`config.mk`:
```
export PLATFORM = sky130hd
export DESIGN_NAME = word_assembler
export DESIGN_NICKNAME = d
export VERILOG_FILES = /design/src/rtl/grp16_pkg.sv /design/src/rtl/word_assembler.sv
export SDC_FILE = /design/constraint.sdc
export NUM_CORES = 1
export LEC_CHECK = 0
export ABC_AREA = 1
export BUFFER_PORTS_ARGS = -buffer_cell sky130_fd_sc_hd__buf_2
export CORE_MARGIN = 1.5
export CORE_UTILIZATION = 45
export CTS_CLUSTER_DIAMETER = 40
export DETAILED_ROUTE_END_ITERATION = 12
export PLACE_DENSITY = 0.75
export SLEW_MARGIN = 20
export SYNTH_ARGS = -nofsm -noshare
export SYNTH_HDL_FRONTEND = slang
export SYNTH_SLANG_ARGS = --single-unit
```
`constraint.sdc`:
```
create_clock -name clk -period 5.2 [get_ports clk]
set_clock_uncertainty 0.1 [all_clocks]
set_input_delay 0.52 -clock clk [delete_from_list [all_inputs] [get_ports clk]]
set_output_delay 0.52 -clock clk [all_outputs]
set_load 0.01 [all_outputs]
```
`src/rtl/grp16_pkg.sv`:
```
// shared GRP16 types; opcode values follow the GRP16 encoding, only a subset is decoded
package grp16_pkg;

   ////////////////////////////////////////////////////////////
   // widths
   ////////////////////////////////////////////////////////////
   typedef logic [15:0] word_t;     // data, instruction or address word
   typedef logic [3:0]  reg_sel_t;  // register code as found in the instruction

   // high byte of an instruction
   typedef enum logic [7:0] {
      op_li  = 8'hA1,   // two words, imm in second
      op_add = 8'h43,
      op_sub = 8'h44,
      op_and = 8'h47,
      op_or  = 8'h48,
      op_cmp = 8'h49,   // unsigned less-than
      op_nop = 8'h0F
   } opcode_t;

   typedef enum logic [3:0] {
      alu_and = 4'h0,
      alu_or  = 4'h1,
      alu_add = 4'h5,
      alu_sub = 4'h6,
      alu_slt = 4'h9
   } alu_op_t;

   typedef enum logic {
      first_word  = 1'b0,
      second_word = 1'b1   // holding the first half of a long instr
   } asm_state_t;

   ////////////////////////////////////////////////////////////
   // stage records
   ////////////////////////////////////////////////////////////
   typedef struct packed {
      word_t instr;
      word_t imm;     // zero for single-word instrs
   } instr_pkt_t;

   typedef struct packed {
      word_t    a;          // operand a, already read
      word_t    b;          // operand b, already read
      word_t    imm;
      reg_sel_t dest;
      logic     reg_write;
      alu_op_t  alu_op;
      logic     use_imm;    // b comes from imm
   } decode_pkt_t;

   typedef struct packed {
      logic     en;
      reg_sel_t dest;
      word_t    data;
   } wb_t;

   localparam word_t    nop_instr    = 16'h0F00;
   localparam reg_sel_t sel_zero     = 4'd0;  // reads constant 0
   localparam reg_sel_t sel_one      = 4'd1;  // reads constant 1
   localparam reg_sel_t sel_first_gp = 4'd2;  // r0, r1..r3 follow

endpackage

```
`src/rtl/word_assembler.sv`:
```
// long instrs are paired blindly; a redirect between the two words of a long instr is not handled
`timescale 1ns/10ps

module word_assembler import grp16_pkg::*; (
   input  logic       clk,
   input  logic       rst,
   input  word_t      fetch_word,
   output instr_pkt_t instr
);

   asm_state_t state_q;
   word_t      held_q;     // first word of a long instr
   instr_pkt_t instr_q;

   always_ff @(posedge clk) begin
      if (rst) begin
         state_q <= first_word;
         instr_q <= '{instr: nop_instr, imm: '0};
      end else begin
         case (state_q)
            first_word: begin
               if (fetch_word[15]) begin            // two-word form
                  held_q  <= fetch_word;
                  instr_q <= '{instr: nop_instr, imm: '0};   // bubble
                  state_q <= second_word;
               end else begin
                  instr_q <= '{instr: fetch_word, imm: '0};
               end
            end
            second_word: begin
               instr_q <= '{instr: held_q, imm: fetch_word};  // word 2 is the imm
               state_q <= first_word;
            end
            default: begin
               state_q <= first_word;
            end
         endcase
      end
   end

   assign instr = instr_q;

   // fetched words must be known once the core runs
   a_fetch_known: assert property (
      @(posedge clk) disable iff (rst)
      !$isunknown(fetch_word)
   ) else $error("unknown fetch word %h", fetch_word);

endmodule

```
Word level (Yosys, flattened, before mapping)
Cells that the tools add are included.
W data, S select, Z words.
- memory bits (read-only): 0
- output and inout port bits: 32
- RAM bits: 0
- bits of input ports: 18
- bits in registers: 48
- latch bits: 0
- word-level logic and storage cells: 11
- memories kept: 0
- div/mod/pow operators: 0
- $add $sub $neg: 0
- bitwise operators: 2
- shift operators: 0
- muxes and demuxes: 4
- $lt $le $gt $ge: 0
- reduce and logical (&&, ||, !) cells: 1
- eq/ne operators: 0
- multipliers: 0
- operator list (operator ; number):
    $pmux W32 S2 ; 1
    $mux W31 ; 1
    $reduce_and A3 Y1 ; 1
    $not A1 Y1 ; 2
    $pmux W1 S2 ; 1
    $mux W1 ; 1

Depth between registers and ports, before layout
Gate-level depths: netlist of the first run.
- word-level depth: 2
- mapped depth: 6

Worst setup path after synthesis of the first run
OpenSTA, ideal clock, no wires.
- kind: input-to-reg
- start: input fetch_word[15]
- end: register held_q[0], enable pin
- cell stages on the path: 3
- path slack: 2.877 ns
- buffers on the path: 1
- data arrival time: 1.817 ns
- library setup time: 0.406 ns
- cells stage by stage: inv_1 -> buf_2 -> nor3_1
- longest elaborated chain between the ends: 1
- RTL lines (element ; RTL line ; source):
    from (decl) ; word_assembler.sv:7 ; input word_t fetch_word,
    $reduce_and A3 Y1 (no line) ; n/a ;
    to (signal assigned) ; word_assembler.sv:23 ; held_q <= fetch_word;
    to (decl) ; word_assembler.sv:12 ; word_t held_q;
Every way passes these cells.
A chain may end at the register's enable or synchronous reset.

Worst setup path in the final report of the first run
- start: input fetch_word[15]
- end: register held_q[14], enable pin
The elaborated chain is that of the path after synthesis.

==> results.py, run 1 <==
metrics = {
    "status": {
        "status": "finished clean",
    },
    "place": {
        "io_buffers": 49,
        "hpwl_um": 1800,
        "place_congestion": 0.747,
        "postPlaceCellArea_mm2": 0.00181,
    },
    "critical_path": {
        "r2r.worst_path.cells": 1,
        "worstPathArrival_ns": 1.70,
        "crit_path_max_fanout": 15,
        "cp_cell_sequence": "buf_2, inv_1, nor3_2",
        "worst-path-stages": 3,
        "cpPeakStageDelay_ns": 0.85,
        "worst_path_max_delay_cell": "nor3_2",
        "path_delay_family": "simple AND/OR/NAND/NOR gates",
        "critPathBufInv": 2,
        "endpoint_kind": "register",
        "required_ns": 5.08,
        "crit_type": "input pin to register",
        "cp-start-kind": "input pin",
    },
    "synth": {
        "postSynthNetCount": 164,
        "yosys_register_bits": 48,
        "muxShareOfSynthArea": 0,
        "synthSimpleGateAreaFrac": 0.184,
        "syn-instance-count": 146,
        "ys_warn_count": 0,
        "syn_avg_cell_area_um2": 10.5,
        "synth_top_family_by_area": "simple AND/OR/NAND/NOR gates",
        "syn-cell-area_mm2": 0.00154,
        "synth-compound-area-share": 0.00650,
        "synth-adder-area-share": 0,
        "synth_xor_area_frac": 0,
        "ys_types": 14,
        "synth-seq-area-share": 0.721,
    },
    "detailed_routing": {
        "routed_wl_um": 2550,
        "via_count": 1066,
        "wl_per_cell_um": 10.4,
        "drt-initial-drc-count": 46,
        "post_drt_via_cell_ratio": 4.37,
        "drtAntennaViolNets": 0,
        "drc_errors": 0,
        "first_pass_iters": 4,
    },
    "sta": {
        "max_freq_mhz": 549,
        "setup_tns_ns": 0,
        "tightest_slew_ns": 1.04,
        "rsz0062_at_grt": "false",
        "whs_ns": 0.274,
        "setup_viol": 0,
        "finalHoldViolCount": 0,
        "finalCritPeriodShare": 0.350,
        "final-max-slew-violation-count": 0,
        "period_minus_slack_ns": 1.82,
        "slew_headroom": 0.301,
    },
    "run": {
        "timing.max_cap.violations": 0,
    },
    "power_and_ir_drop": {
        "p_total_uw": 661,
        "leakage_uw": 0.000965,
        "peakVddDrop_mv": 0.205,
        "power_density_mw_per_mm2": 351,
    },
    "cells_and_area": {
        "drive_gt1_frac": 0.308,
        "utilization": 0.568,
        "final_cell_mix": "49 x buf_2, 33 x dfxtp_1, 29 x nand2_1, 23 x inv_1, 19 x nor2_1",
        "final_nets": 215,
        "fin_area_mm2": 0.00188,
        "n_antenna_cell": 0,
        "final_common_cell": "buf_2",
        "area_delta_synth_final_pct": 22.2,
    },
    "global_route": {
        "grt_usage": 0.150,
        "grt_antenna_before_repair": 0,
        "grt_pass1_wl_um": 3950,
        "grt_max_degree": 17,
        "grt_pass1_vias": 925,
        "gr-total-overflow": 0,
    },
    "clocking": {
        "cts_hold_buf": 0,
        "clock_latency_ns": 0.34,
        "cts_post_setup_buffers_inserted": 0,
        "cts_buffer_depth": 2,
        "clk_pin_slew_worst_paths_ns": 0.12,
        "cts_resized": 0,
        "cts_buffers": 5,
        "cts_tree": "done",
        "clock-sinks": 48,
        "cts_htree_levels": 2,
        "cts-root-buf": "clkbuf_4",
    },
    "floorplan": {
        "dieArea_mm2": 0.00378,
        "ios": 50,
        "die_w_um": 61.5,
        "rows": 21,
        "core-area_mm2": 0.00331,
        "initial_utilization": 0.465,
        "fp.dieH_um": 61.5,
    },
    "hold_path": {
        "hold_path_depth": 1,
        "hp-class": "input pin to register",
    },
}
[worst paths after layout]
check,startpoint,endpoint,slack (ns)
setup / recovery,fetch_word[15],held_q[14],3.38
hold / removal,fetch_word[9],held_q[9],0.27
setup reg to reg,state_q,held_q[14],3.42
hold reg to reg,held_q[13],instr[29],0.36
[cells in the mapped netlist]
master | number | area, um2
a21oi_1 | 1 | 5.00
buf_2 | 1 | 5.00
buf_4 | 2 | 15.0
buf_6 | 2 | 22.5
dfxtp_1 | 33 | 661
edfxtp_1 | 15 | 450
inv_1 | 23 | 86.3
inv_2 | 2 | 7.51
nand2_1 | 29 | 109
nand3_1 | 14 | 70.1
nor2_1 | 19 | 71.3
nor2_4 | 2 | 22.5
nor3_1 | 2 | 10.0
o21ai_0 | 1 | 5.00
[per-layer routing]
metal / track usage / routed length [um] / vias to the layer above
met2: 0.229 / 1150 / 38
met1: 0.184 / 1150 / 475
met3: 0.0483 / 183 / 8
li1: - / - / 545
met4: 0.0912 / 63 / 0
met5: 0 / 0 / -
[cell families (layout without fill, tap and decap cells)]
group / Yosys count / after routing
DFF: 48 / 48
and+or+nand+nor: 66 / 66
AOI/OAI and AO/OA: 2 / 2
buffers and inverters: 30 / 82
[final cells by class]
| cell class | count | area (um2) |
|---|---|---|
| Clock buffer | 6 | 41.3 |
| Clock inverter | 2 | 35.0 |
| Fill cell | 322 | 1430 |
| Inverter | 25 | 93.8 |
| Multi-Input combinational cell | 68 | 298 |
| Sequential cell | 48 | 1110 |
| Tap cell | 46 | 57.6 |
| Timing Repair Buffer | 49 | 245 |
[stage by stage]
stage,worst slack [ns],instances
after global placement,3.03,236
after CTS,3.37,244
after detailed placement,2.98,236
after global routing,3.25,244
after floorplan,2.88,146
final,3.38,244
[power by group]
group	switching, uW	internal [uW]
registers	4.21	402
clock network	106	101
logic	30.6	17.6
total	140	521
[registers in the layout, indices dropped and copies added (netlist names)]
signal,cells
instr,32
held_q,15
state_q,1
No activity file was read; power rests on OpenSTA's default activity.
==> inputs of run 2 (changes only) <==
- ABC_AREA: 1 -> 0
- PLACE_DENSITY: 0.75 -> 0.74
- clock period: 5.2 -> 1.8 ns (I/O delays scaled with it)
==> run 2 against run 1 <==
Net effect: critical endpoint is now instr[15]; non-clock buffer count up 20; critical path depth down 1; flip-flop and latch count unchanged; die area increased by 5.5%; area after synthesis is 5.8% higher.
==> results.py, run 2 <==
metrics = {
    "status": {
        "status": "finished clean",
    },
    "clocking": {
        "cts-root-buf": "clkbuf_4",
        "cts_htree_levels": 2,
        "cts_buffer_depth": 2,
        "cts_resized": 0,
        "clock_latency_ns": 0.35,
        "cts_tree": "done",
        "clk_pin_slew_worst_paths_ns": 0.13,
        "cts_buffers": 5,
        "clock-sinks": 48,
    },
    "cells_and_area": {
        "final_common_cell": "buf_2",
        "final_nets": 207,
        "largest_reg_flops": 32,
        "n_antenna_cell": 0,
        "final_cell_mix": "49 x buf_2, 33 x dfxtp_1, 15 x and2_1, 15 x edfxtp_1, 15 x dlygate4sd3_1",
        "fillers": 283,
        "drive_gt1_frac": 0.392,
        "instances_no_fill": 235,
        "area_delta_synth_final_pct": 29.1,
    },
    "synth": {
        "synthArstFlopShare": 0,
        "yosysMostFrequentCell": "dfxtp_1",
        "synth-seq-area-share": 0.682,
        "yosysTopAreaCell": "dfxtp_1",
        "postSynthNetCount": 138,
        "syn-cell-area_mm2": 0.00163,
        "yosys_register_bits": 48,
        "ys_warn_count": 0,
        "synth_top_area_share": 0.406,
        "synth_ff_type": "dfxtp_1",
        "syn_avg_cell_area_um2": 13.6,
        "synth-edff-count": 15,
        "syn-instance-count": 120,
        "synthTopCellsByArea": "dfxtp_1 41%, edfxtp_1 28%, o22ai_2 7.7%",
        "ys_types": 19,
        "yosys-top-cells-count": "33 x dfxtp_1, 15 x and2_1, 15 x edfxtp_1",
    },
    "sta": {
        "finalCritPeriodShare": 0.786,
        "final-max-slew-violation-count": 0,
        "tightest_slew_ns": 0.438,
        "layout_setup_ws_ns": 0.386,
        "setup_viol": 0,
        "max_freq_mhz": 707,
        "setup_tns_ns": 0,
        "rsz0062_at_grt": "false",
        "finalHoldViolCount": 0,
        "slew_headroom": 0.708,
        "period_minus_slack_ns": 1.41,
    },
    "critical_path": {
        "required_ns": 2.01,
        "cp-start-kind": "register",
        "crit_type": "register to register",
        "crit_path_max_fanout": 18,
        "endpoint_kind": "register",
        "worstPathArrival_ns": 1.62,
    },
    "power_and_ir_drop": {
        "leakage_uw": 0.000897,
        "power_density_mw_per_mm2": 862,
        "peakVddDrop_mv": 0.625,
    },
    "detailed_routing": {
        "drt-initial-drc-count": 31,
        "drtAntennaViolNets": 0,
        "drc_errors": 0,
        "via_count": 1106,
        "wl_per_cell_um": 12.5,
        "routed_wl_um": 2930,
        "post_drt_via_cell_ratio": 4.71,
        "first_pass_iters": 4,
    },
    "place": {
        "place_congestion": 0.711,
        "placed_cells": 213,
        "dp_slack_ns": 0.379,
        "io_buffers": 49,
        "hpwl_um": 1990,
    },
    "floorplan": {
        "dieArea_mm2": 0.00399,
        "fp.dieH_um": 63.2,
        "rows": 21,
        "core-area_mm2": 0.00342,
        "ios": 50,
        "die_w_um": 63.2,
        "initial_utilization": 0.477,
    },
    "global_route": {
        "grt_pass1_vias": 1139,
        "grt_usage": 0.168,
        "grt_pass1_wl_um": 5090,
        "grt_max_degree": 19,
        "grt_antenna_before_repair": 0,
        "gr-total-overflow": 0,
    },
    "run": {
        "timing.max_cap.violations": 0,
    },
    "hold_path": {
        "hp-class": "input pin to register",
    },
}
[run 2: changes by cell type after synthesis, sizes merged, moves of 2 or more]
cell / delta
nor4: +4
nor2: -18
nand2: -18
nor3b: +5
nand2b: +11
o22ai: +11
buf: +2
and2: +16
nor3: -2
inv: -24
nand3: -14
[run 2: final cells by class]
type	count	area, um2	area share
repair buffers	69	433	0.206
well taps	46	57.6	0.0274
clock inverters	1	5.00	0.00238
clock buffers	6	41.3	0.0196
inverters	1	3.75	0.00178
flip-flops and latches	48	1110	0.528
multi-input cells	64	452	0.215
[run 2: worst paths after layout]
check                      start         to  slack (ns)  depth (start not counted)
setup / recovery         state_q  instr[15]        0.39                          2
setup reg to reg         state_q  instr[15]        0.39                          2
hold / removal    fetch_word[15]  instr[24]        0.05                          3
hold reg to reg       held_q[10]  instr[26]        0.40                          2
[run 2: worst max-delay path: stages, from the launching register on]
cell,delay [ns]
dfxtp_1,0.61
nor2b_4,0.46
and2_2,0.20
[run 2: timing repair]
item	4_1_cts	5_1_grt
hold endpoints to repair	34	0
buffers inserted	0	0
hold buffers	15	0
[run 2: routing by layer]
| metal | wire (um) | up-vias | part of all wire | track usage |
|---|---|---|---|---|
| met5 | 0 | - | 0 | 0 |
| met4 | 99 | 0 | 0.034 | 0.111 |
| met3 | 115 | 10 | 0.039 | 0.0286 |
| met2 | 1550 | 28 | 0.53 | 0.295 |
| met1 | 1160 | 522 | 0.40 | 0.185 |
| li1 | - | 546 | - | - |
[run 2: metrics by stage]
| step | hold WS [ns] | cell area [um2] | power, uW | util |
|---|---|---|---|---|
| 2_1_floorplan | 0.179 | 1630 | 1300 | - |
| 6_report | 0.0509 | 2100 | 1810 | 0.616 |
| 4_1_cts | 0.0433 | 2100 | 1830 | 0.616 |
| 3_5_place_dp | 0.286 | 1910 | 1370 | 0.558 |
| 5_1_grt | 0.0373 | 2100 | 1910 | 0.616 |
| 3_3_place_gp | 0.284 | 1910 | 1360 | 0.558 |
[run 2: cells by family (layout without fill, tap and decap cells)]
kind of cell | Yosys count | count (layout) | share of synthesized area
AO/OA/AOI/OAI | 12 | 12 | 0.0837
buffers and inverters | 8 | 77 | 0.0407
flip-flops | 48 | 48 | 0.682
AND/OR/NAND/NOR | 52 | 52 | 0.194
[run 2: report_power, final]
part / switching [uW] / internal, uW / total, uW
Combinational: 94.9 / 94.8 / 190
Sequential: 14.3 / 1160 / 1180
Clock: 303 / 144 / 448
Total: 412 / 1400 / 1810
==> inputs of run 3 (changes only) <==
- clock period: 1.8 -> 1.5 ns (I/O delays scaled with it)
==> run 3 against run 2 <==
Net effect: clock power rose by 32%; core utilization grew 0.99 points; global-route usage is 0.10 points lower; flip-flop and latch count is the same; routed wire length increased by 4.7%; sequential share of layout area down 0.84 points; register-to-register slack worse by 0.13 ns; die area unchanged; first-iteration DRC count grew 6.5%; non-clock buffer count is 2 higher; maximum frequency rose by 14%; largest cell class unchanged; largest power group unchanged.
==> results.py, run 3 (same netlist as run 2, synthesis figures left out) <==
metrics = {
    "clocking": {
        "clock-sinks": 48,
        "cts_resized": 0,
        "clk_pin_slew_worst_paths_ns": 0.12,
        "cts_buffers": 5,
        "cts_tree": "done",
        "clock_latency_ns": 0.34,
        "cts-root-buf": "clkbuf_4",
        "cts_buffer_depth": 2,
        "cts_htree_levels": 2,
    },
    "cells_and_area": {
        "final_common_cell": "buf_2",
        "drive_gt1_frac": 0.396,
        "final_cell_mix": "49 x buf_2, 33 x dfxtp_1, 15 x and2_1, 15 x edfxtp_1, 15 x dlygate4sd3_1",
        "area_delta_synth_final_pct": 31.2,
        "utilization": 0.626,
        "final_nets": 209,
        "instances_no_fill": 238,
        "fin_area_mm2": 0.00214,
        "largest_reg_flops": 32,
        "n_antenna_cell": 0,
    },
    "detailed_routing": {
        "routed_wl_um": 3070,
        "drc_errors": 0,
        "wl_per_cell_um": 12.9,
        "drt-initial-drc-count": 33,
        "drtAntennaViolNets": 0,
        "via_count": 1097,
        "first_pass_iters": 4,
        "post_drt_via_cell_ratio": 4.61,
    },
    "floorplan": {
        "core-area_mm2": 0.00342,
        "die_w_um": 63.2,
        "ios": 50,
        "dieArea_mm2": 0.00399,
        "initial_utilization": 0.477,
        "fp.dieH_um": 63.2,
        "rows": 21,
    },
    "global_route": {
        "grt_pass1_wl_um": 5110,
        "grt_max_degree": 19,
        "grt_antenna_before_repair": 0,
        "grt_pass1_vias": 1173,
        "gr-total-overflow": 0,
        "grt_usage": 0.167,
    },
    "sta": {
        "finalHoldViolCount": 0,
        "max_freq_mhz": 803,
        "slew_headroom": 0.765,
        "tightest_slew_ns": 0.352,
        "rsz0062_at_grt": "false",
        "setup_tns_ns": 0,
        "layout_setup_ws_ns": 0.255,
        "finalCritPeriodShare": 0.830,
        "setup_viol": 0,
        "period_minus_slack_ns": 1.25,
        "final-max-slew-violation-count": 0,
    },
    "critical_path": {
        "crit_path_max_fanout": 10,
        "critPathBufInv": 2,
        "path_delay_family": "flip-flops",
        "worst_path_max_delay_cell": "dfxtp_1",
        "cp-start-kind": "register",
        "crit_type": "register to register",
        "worstPathArrival_ns": 1.41,
        "required_ns": 1.67,
        "r2r_setup_slack_ns": 0.25,
        "r2r.worst_path.cells": 4,
        "cp_cell_sequence": "buf_4, or2_1, buf_4, o22ai_1",
        "path_common_cell": "buf_4",
        "regToRegEndpoint": "instr[23]",
        "worst-path-stages": 4,
        "endpoint_kind": "register",
        "cpPeakStageDelay_ns": 0.38,
        "r2r-start": "state_q",
    },
    "place": {
        "hpwl_um": 2190,
        "place_congestion": 0.704,
        "postPlaceCellArea_mm2": 0.00193,
        "io_buffers": 49,
        "placed_cells": 215,
        "dp_slack_ns": 0.282,
    },
    "run": {
        "timing.max_cap.violations": 0,
    },
    "hold_path": {
        "hold_path_depth": 2,
        "min_to": "state_q",
        "hold_start": "fetch_word[15]",
        "hp-class": "input pin to register",
    },
    "power_and_ir_drop": {
        "comb_power_share": 0.107,
        "switching_share": 0.221,
        "power_density_mw_per_mm2": 1050,
        "seqPwrFrac": 0.629,
        "p_int_uw": 1750,
        "switchingPower_uw": 495,
        "clkPwrFrac": 0.264,
        "leakage_uw": 0.000913,
        "peakVddDrop_mv": 0.708,
    },
    "status": {
        "status": "finished clean",
    },
}
[run 3: layout make-up]
type / instances / area, um2
multi-input cells: 64 / 458
clock buffers: 8 / 58.8
flip-flops and latches: 48 / 1110
fillers: 285 / 1280
repair buffers: 71 / 448
well taps: 46 / 57.6
inverters: 1 / 3.75
[run 3: worst max path at each step]
stage / start / to / slack [ns]
2_1_floorplan: state_q / held_q[0] / 0.03
6_report: state_q / instr[23] / 0.25
5_1_grt: state_q / instr[28] / 0.17
3_5_place_dp: rst / instr[17] / 0.28
3_3_place_gp: state_q / instr[23] / 0.32
4_1_cts: state_q / instr[23] / 0.25
[run 3: what timing repair did]
action,in CTS,in global routing
setup buffers,0,0
hold buffers,15,0
hold endpoints to repair,36,0
[run 3: per-stage QoR]
step	hold slack, ns	power, uW
CTS	0.0387	2260
finish	0.0556	2240
global route	0.0324	2340
floorplan	0.149	1560
global placement	0.256	1640
detailed placement	0.259	1650
[run 3: power by group through the flow]
stage	combinational, uW	clock [uW]	sequential [uW]
after floorplan	104	0	1460
after global placement	204	0	1440
after detailed placement	212	0	1440
after global routing	261	666	1410
after CTS	242	606	1410
final	240	592	1410
[run 3: worst register-to-register path, stage by stage, from the launching register on]
cell     delay, ns
dfxtp_1       0.38
buf_4         0.19
or2_1         0.23
buf_4         0.16
o22ai_1       0.12
[run 3: per-layer routing]
metal / share of wire / up-vias / track usage
met2: 0.55 / 29 / 0.316
met1: 0.40 / 513 / 0.173
met3: 0.035 / 6 / 0.0286
li1: - / 549 / -
met4: 0.022 / 0 / 0.0861
met5: 0 / - / 0
